`src/source/vpu_pkg.sv`:
```
package vpu_pkg;

    localparam int lanes          = 16;
    localparam int lane_width     = 32;
    localparam int vec_width      = lanes * lane_width; // 512
    localparam int reg_count      = 32;
    localparam int reg_addr_width = 5;
    localparam int frac_bits      = 16;                 // Q16.16

    // codes 8..15 are unused and behave as nop
    typedef enum logic [3:0] {
        op_nop   = 4'd0,
        op_add   = 4'd1,
        op_sub   = 4'd2,
        op_mul   = 4'd3,
        op_mac   = 4'd4,
        op_max   = 4'd5,
        op_shr   = 4'd6,
        op_splat = 4'd7
    } vpu_op_e;

    typedef enum logic [2:0] {
        fn_add  = 3'd0,
        fn_sub  = 3'd1,
        fn_mul  = 3'd2,
        fn_mac  = 3'd3,
        fn_max  = 3'd4,
        fn_shr  = 3'd5,
        fn_pass = 3'd6  // splat passes operand b
    } lane_fn_e;

    typedef logic [reg_count-1:0][vec_width-1:0] vrf_image_t;

    // filter constants in Q16.16
    localparam logic [lane_width-1:0] q_one     = 32'h0001_0000;
    localparam logic [lane_width-1:0] q_step    = 32'h0000_0148; // 0.005
    localparam logic [lane_width-1:0] q_gravity = 32'h0009_CF5C; // 9.81

    // 0.5 * step^2 rounded to nearest
    localparam logic [lane_width-1:0] q_half_step_sq =
        32'(((64'(q_step) * 64'(q_step)) + (64'd1 << frac_bits)) >> (frac_bits + 1));

    function automatic vrf_image_t build_reset_image();
        vrf_image_t img;
        img = '0;
        for (int i = 0; i < lanes; i++) begin
            img[1][i*lane_width +: lane_width] = q_one;
            img[2][i*lane_width +: lane_width] = 32'(i) << frac_bits; // lane index
            img[3][i*lane_width +: lane_width] = q_step;
            img[4][i*lane_width +: lane_width] = q_half_step_sq;
        end
        img[5][lane_width-1:0] = q_gravity; // lane 0 only
        return img;
    endfunction

    localparam vrf_image_t vrf_reset_image = build_reset_image();

endpackage

```
`src/source/vpu_ifs.sv`:
```
// decoded lane controls from decode to execute
interface vec_op_if;

    logic                                  valid;
    vpu_pkg::lane_fn_e                     fn;
    logic [vpu_pkg::reg_addr_width-1:0]    dst;
    logic [vpu_pkg::reg_addr_width-1:0]    src_a;
    logic [vpu_pkg::reg_addr_width-1:0]    src_b;
    logic [vpu_pkg::reg_addr_width-1:0]    src_c;
    logic [vpu_pkg::lane_width-1:0]        imm;
    logic                                  use_imm; // imm replaces operand b

    modport source (
        output valid, fn, dst, src_a, src_b, src_c, imm, use_imm
    );

    modport sink (
        input valid, fn, dst, src_a, src_b, src_c, imm, use_imm
    );

endinterface


```
`src/source/vpu_decode.sv`:
```
module vpu_decode (
    input  logic                               clk,
    input  logic                               rst_n,
    input  logic                               issue,
    input  vpu_pkg::vpu_op_e                   op,
    input  logic [vpu_pkg::reg_addr_width-1:0] dst,
    input  logic [vpu_pkg::reg_addr_width-1:0] src_a,
    input  logic [vpu_pkg::reg_addr_width-1:0] src_b,
    input  logic [vpu_pkg::reg_addr_width-1:0] src_c,
    input  logic [vpu_pkg::lane_width-1:0]     imm,
    vec_op_if.source                           ctl
);

    vpu_pkg::lane_fn_e fn_next;
    logic              use_imm_next;
    logic              known;      // opcode produces a result

    always_comb begin
        fn_next      = vpu_pkg::fn_add;
        use_imm_next = 1'b0;
        known        = 1'b1;
        case (op)
            vpu_pkg::op_add:   fn_next = vpu_pkg::fn_add;
            vpu_pkg::op_sub:   fn_next = vpu_pkg::fn_sub;
            vpu_pkg::op_mul:   fn_next = vpu_pkg::fn_mul;
            vpu_pkg::op_mac:   fn_next = vpu_pkg::fn_mac;
            vpu_pkg::op_max:   fn_next = vpu_pkg::fn_max;
            vpu_pkg::op_shr: begin
                fn_next      = vpu_pkg::fn_shr;
                use_imm_next = 1'b1;   // shift amount from imm
            end
            vpu_pkg::op_splat: begin
                fn_next      = vpu_pkg::fn_pass;
                use_imm_next = 1'b1;
            end
            default:           known = 1'b0; // nop and unused codes
        endcase
    end

    always_ff @(posedge clk) begin
        if (!rst_n) begin
            ctl.valid <= 1'b0;
        end else begin
            ctl.valid <= issue && known; // nop and unused codes stop here
        end
    end

    // payload registers
    always_ff @(posedge clk) begin
        ctl.fn      <= fn_next;
        ctl.use_imm <= use_imm_next;
        ctl.dst     <= dst;
        ctl.src_a   <= src_a;
        ctl.src_b   <= src_b;
        ctl.src_c   <= src_c;
        ctl.imm     <= imm;
    end

endmodule

```
`src/flat_wrapper.sv`:
```
// flat-port wrapper written by rule: the top's interface ports become plain ports
module vpu_decode_flat 
  (clk, rst_n, issue, op, dst, src_a, src_b, src_c, imm, ctl_valid, ctl_fn, ctl_dst, ctl_src_a, ctl_src_b, ctl_src_c, ctl_imm, ctl_use_imm);
  vec_op_if ctl_i ();
  input  logic clk;
  input  logic rst_n;
  input  logic issue;
  input  vpu_pkg::vpu_op_e op;
  input  logic [vpu_pkg::reg_addr_width-1:0] dst;
  input  logic [vpu_pkg::reg_addr_width-1:0] src_a;
  input  logic [vpu_pkg::reg_addr_width-1:0] src_b;
  input  logic [vpu_pkg::reg_addr_width-1:0] src_c;
  input  logic [vpu_pkg::lane_width-1:0] imm;
  output wire logic [$bits(ctl_i.valid)-1:0] ctl_valid;
  output wire logic [$bits(ctl_i.fn)-1:0] ctl_fn;
  output wire logic [$bits(ctl_i.dst)-1:0] ctl_dst;
  output wire logic [$bits(ctl_i.src_a)-1:0] ctl_src_a;
  output wire logic [$bits(ctl_i.src_b)-1:0] ctl_src_b;
  output wire logic [$bits(ctl_i.src_c)-1:0] ctl_src_c;
  output wire logic [$bits(ctl_i.imm)-1:0] ctl_imm;
  output wire logic [$bits(ctl_i.use_imm)-1:0] ctl_use_imm;
  assign ctl_valid = ctl_i.valid;
  assign ctl_fn = ctl_i.fn;
  assign ctl_dst = ctl_i.dst;
  assign ctl_src_a = ctl_i.src_a;
  assign ctl_src_b = ctl_i.src_b;
  assign ctl_src_c = ctl_i.src_c;
  assign ctl_imm = ctl_i.imm;
  assign ctl_use_imm = ctl_i.use_imm;
  vpu_decode u_core (.clk(clk), .rst_n(rst_n), .issue(issue), .op(op), .dst(dst), .src_a(src_a), .src_b(src_b), .src_c(src_c), .imm(imm), .ctl(ctl_i));
endmodule
```
`config.mk`:
```
export PLATFORM = sky130hd
export DESIGN_NAME = vpu_decode_flat
export DESIGN_NICKNAME = d
export VERILOG_FILES = /design/src/source/vpu_pkg.sv /design/src/source/vpu_ifs.sv /design/src/source/vpu_decode.sv /design/src/flat_wrapper.sv
export SDC_FILE = /design/constraint.sdc
export NUM_CORES = 1
export LEC_CHECK = 0
export BUFFER_PORTS_ARGS = -buffer_cell sky130_fd_sc_hd__buf_2
export CORE_UTILIZATION = 34
export CTS_CLUSTER_SIZE = 20
export DETAILED_ROUTE_END_ITERATION = 6
export PLACE_DENSITY = 0.81
export REMOVE_ABC_BUFFERS = 1
export SYNTH_ARGS = -nofsm -noshare
export SYNTH_HDL_FRONTEND = slang
export SYNTH_SLANG_ARGS = --single-unit
```
`constraint.sdc`:
```
create_clock -name clk -period 0.88 [get_ports clk]
set_input_delay 0.176 -clock clk [delete_from_list [all_inputs] [get_ports clk]]
set_output_delay 0.176 -clock clk [all_outputs]
set_load 0.005 [all_outputs]
```
; Word-level counts from Yosys, hierarchy flattened
; Index checks and enable logic that the tools add are counted.
[word_totals]
register_bits = 57
output_inout_bits = 57
[classes]
eq_ne = 7
muxes = 3
reduce_logical = 3
[ops]
columns = operator, n
row1 = $pmux 3 s6, 1
row2 = $eq 4x3->1 const B, 4
row3 = $eq 4x2->1 const B, 2
row4 = $reduce_or 7->1, 1
row5 = $eq 4x1->1 const B, 1
row6 = $mux 1, 2
row7 = $reduce_or 2->1, 1
row8 = $logic_and 1x1->1, 1

; Logic depth before layout (Yosys ltp)
[depth]
word_depth = 4
mapped_depth = 2
ltp_nobuf = 2

; Worst setup path after synthesis
; Ideal clock, no wire load.
[synth_path]
path_type = in2reg
from = input op[0]
to = register u_core.ctl.fn[1]
arrival_ns = 0.653
t_required_ns = 0.810
path_slack_ns = 0.158
cell_stages = 2
path_buffers = 0
cell_sequence = or3b_1 a21oi_1
[synth_via]
elab_chain_cells = 2
word_cells_on_any_way = 7
cone_classes = eq/ne (6) / mux (1)
[synth_rtl]
columns = item, line
row1 = from (decl), flat_wrapper.sv:8  ; input vpu_pkg::vpu_op_e op;
row2 = $eq 4x3->1 or $eq 4x2->1 (tied branches), vpu_decode.sv:22  ; case (op)
row3 = $pmux 3 s6 (*), vpu_decode.sv:22
row4 = via u_core.fn_next[1], vpu_decode.sv:14  ; vpu_pkg::lane_fn_e fn_next;
row5 = to (signal assigned), vpu_decode.sv:50  ; ctl.fn <= fn_next;
row6 = to (decl), vpu_ifs.sv:14  ; output valid, fn, dst, src_a, src_b, src_c, imm, use_imm
; The timed path passes the listed nets; every way through them passes the cells marked *.
; A chain may end at the register's enable or synchronous reset.

; Final worst setup path
[layout_path]
from = register u_core.ctl.imm[3]
to = output ctl_imm[3]
[layout_rtl]
columns = item, line
row1 = from (decl), vpu_ifs.sv:14
row2 = to (decl), flat_wrapper.sv:20  ; output wire logic [$bits(ctl_i.imm)-1:0] ctl_imm;
; No word-level cell between the ends.

==> flow_metrics.py <==
metrics = {
    "die": {
        "die_y_um": 61.5,
        "core_area_um2": 3360,
        "ios": 116,
        "rows": 21,
        "start_util": 0.358,
        "dieArea_um2": 3780,
        "die_w_um": 61.5,
    },
    "detailed_routing": {
        "wl_per_cell_um": 16.3,
        "wl_met3_um": 563,
        "maxUsedRoutingLayer": "met4",
        "post-route-drc-count": 0,
        "ant_nets": 0,
        "via_per_inst": 4.17,
        "num_vias": 1258,
        "wl_um": 4930,
        "first_pass_iters": 5,
        "met2_wirelength_um": 2610,
        "dr.first_iter.drc_count": 45,
        "wl_met1_um": 1610,
    },
    "finish": {
        "fin_nets": 310,
        "final_cell_mix": "buf_2, dlygate4sd3_1, dfxtp_1, dfxtp_2, buf_6",
        "multi_input_area_um2": 61.3,
        "antenna_cells": 0,
        "area_growth_pct": 131,
        "finalNonFillerCells": 302,
        "drive_gt1_frac": 0.625,
        "layout_commonest_cell": "buf_2",
        "regArea_um2": 1170,
        "final_util": 0.824,
        "n_fill_cell": 195,
    },
    "hold_path": {
        "hold_path.class": "input pin to flip-flop",
    },
    "critical_path": {
        "end_kind": "output pin",
        "critical_path.top_delay_family": "flip-flops",
        "worstPathRequired_ns": 0.70,
        "crit_slowest_cell": "dfxtp_2",
        "crit_fanout": 1,
        "arrival_ns": 0.87,
        "cpPeakStageDelay_ns": 0.37,
        "crit_chain": "buf_6",
        "criticalPathCategory": "flip-flop to output pin",
        "crit_buf_inv": 1,
        "setup.worst_path.start_class": "flip-flop",
    },
    "sta": {
        "hold-worst-slack_ns": 0.0955,
        "timing.final.crit_share": 1.19,
        "slew_headroom": 0.874,
        "hold_viol": 0,
        "min_period_ns": 1.05,
        "final_max_slew_viol_count": 0,
        "grt_setup_unrepaired": "yes",
        "setup_viol": 57,
        "worst_pin_slew_ns": 0.189,
        "setup_ws_ns": -0.170,
        "fmax_mhz": 952,
    },
    "global_routing": {
        "grt_usage": 0.228,
        "grt_pass1_vias": 1259,
        "antenna_found_initial": 0,
        "overflow": 0,
        "grt_start_max_net_pins": 11,
        "grt_pass1_wl_um": 5710,
    },
    "logic_synthesis": {
        "synthDominantCellAreaShare": 0.949,
        "synth-seq-cells": 57,
        "ys_seq_area_frac": 0.949,
        "ys_top_cells_by_area": "dfxtp_1, nor3_1, and3b_2",
        "yosysUniqueCellTypes": 8,
        "synth_area_um2": 1200,
        "ys_warn_count": 0,
        "synth.avg_cell_area_um2": 17.7,
        "yosysTopAreaCell": "dfxtp_1",
        "synthCells": 68,
    },
    "status": {
        "violations": "setup timing",
        "status": "finished with violations",
    },
    "place": {
        "routabilityCongestion": 0.725,
        "port_buffers": 115,
        "dp.final_hpwl_um": 1980,
        "placedCellCount": 231,
    },
    "power_and_ir_drop": {
        "powerDensity_nw_per_um2": 2120,
        "ir_drop_mv": 1.31,
        "p_leak_nw": 1.35,
    },
    "cts": {
        "root_buffer": "clkbuf_4",
        "path_clk_slew_ns": 0.12,
        "cts_made_buffers": 9,
        "clk_path_buf_depth": 2,
        "htreeDepth": 3,
        "clkSinkCount": 57,
        "cts_tree": "yes",
    },
    "flow_run": {
        "max-cap-violations": 0,
    },
}
[cells in the mapped netlist]
master / count
a21oi_1: 1
and3b_2: 1
dfxtp_1: 57
nand2_1: 2
nor2_1: 2
nor3_1: 3
nor3b_1: 1
or3b_1: 1
[path summary, 6_finish.rpt]
check	start	end	slack (ns)	cells after the start
max	u_core.ctl.imm[3]	ctl_imm[3]	-0.17	1
min	op[1]	u_core.ctl.fn[1]	0.1	3
[registers in the layout (all words and copies together), names as in the netlist]
signal / cells
u_core.ctl.use_imm: 1
u_core.ctl.valid: 1
u_core.ctl.src_c: 5
u_core.ctl.imm: 32
u_core.ctl.src_b: 5
u_core.ctl.src_a: 5
u_core.ctl.dst: 5
u_core.ctl.fn: 3
[routing by layer]
layer,up-vias,GRT usage
met3,16,0.105
met4,0,0.146
met1,569,0.203
met2,90,0.413
li1,583,-
met5,-,0
[cell families after synthesis]
family,after synthesis,share of synthesized area
flops,57,0.949
compound gates,1,0.00416
simple gates,10,0.0468
[stage by stage]
stage          total power, W  instance area (um2)  worst slack, ns  setup TNS, ns
2_1_floorplan         0.00284                 1200            0.158              0
3_3_place_gp          0.00310                 1850           0.0356              0
3_5_place_dp          0.00311                 1850           0.0110              0
4_1_cts               0.00571                 2590           -0.144          -7.09
5_1_grt               0.00613                 2770           -0.234         -10.06
6_report              0.00588                 2770           -0.170          -6.92
[cell type report]
type,count,area share
Clock buffer,11,0.0307
Clock inverter,5,0.0370
Multi-Input combinational cell,11,0.0221
Sequential cell,57,0.424
Tap cell,46,0.0208
Timing Repair Buffer,172,0.466
[report_power, final]
group          internal, W  leakage, nW  switching [W]
registers          0.00273        0.481      0.0000546
logic             0.000413        0.770       0.000178
clock network      0.00151       0.0962       0.000991
total              0.00466         1.35        0.00122
[repair_timing]
action | in CTS | in global routing
endpoints found under the hold margin | 56 | 0
endpoints found under the setup margin | 57 | 57
setup buffers | 0 | 0
gates resized for setup | 0 | 51
hold buffers | 55 | 0
Note: power is estimated with default switching activity, not from simulation.
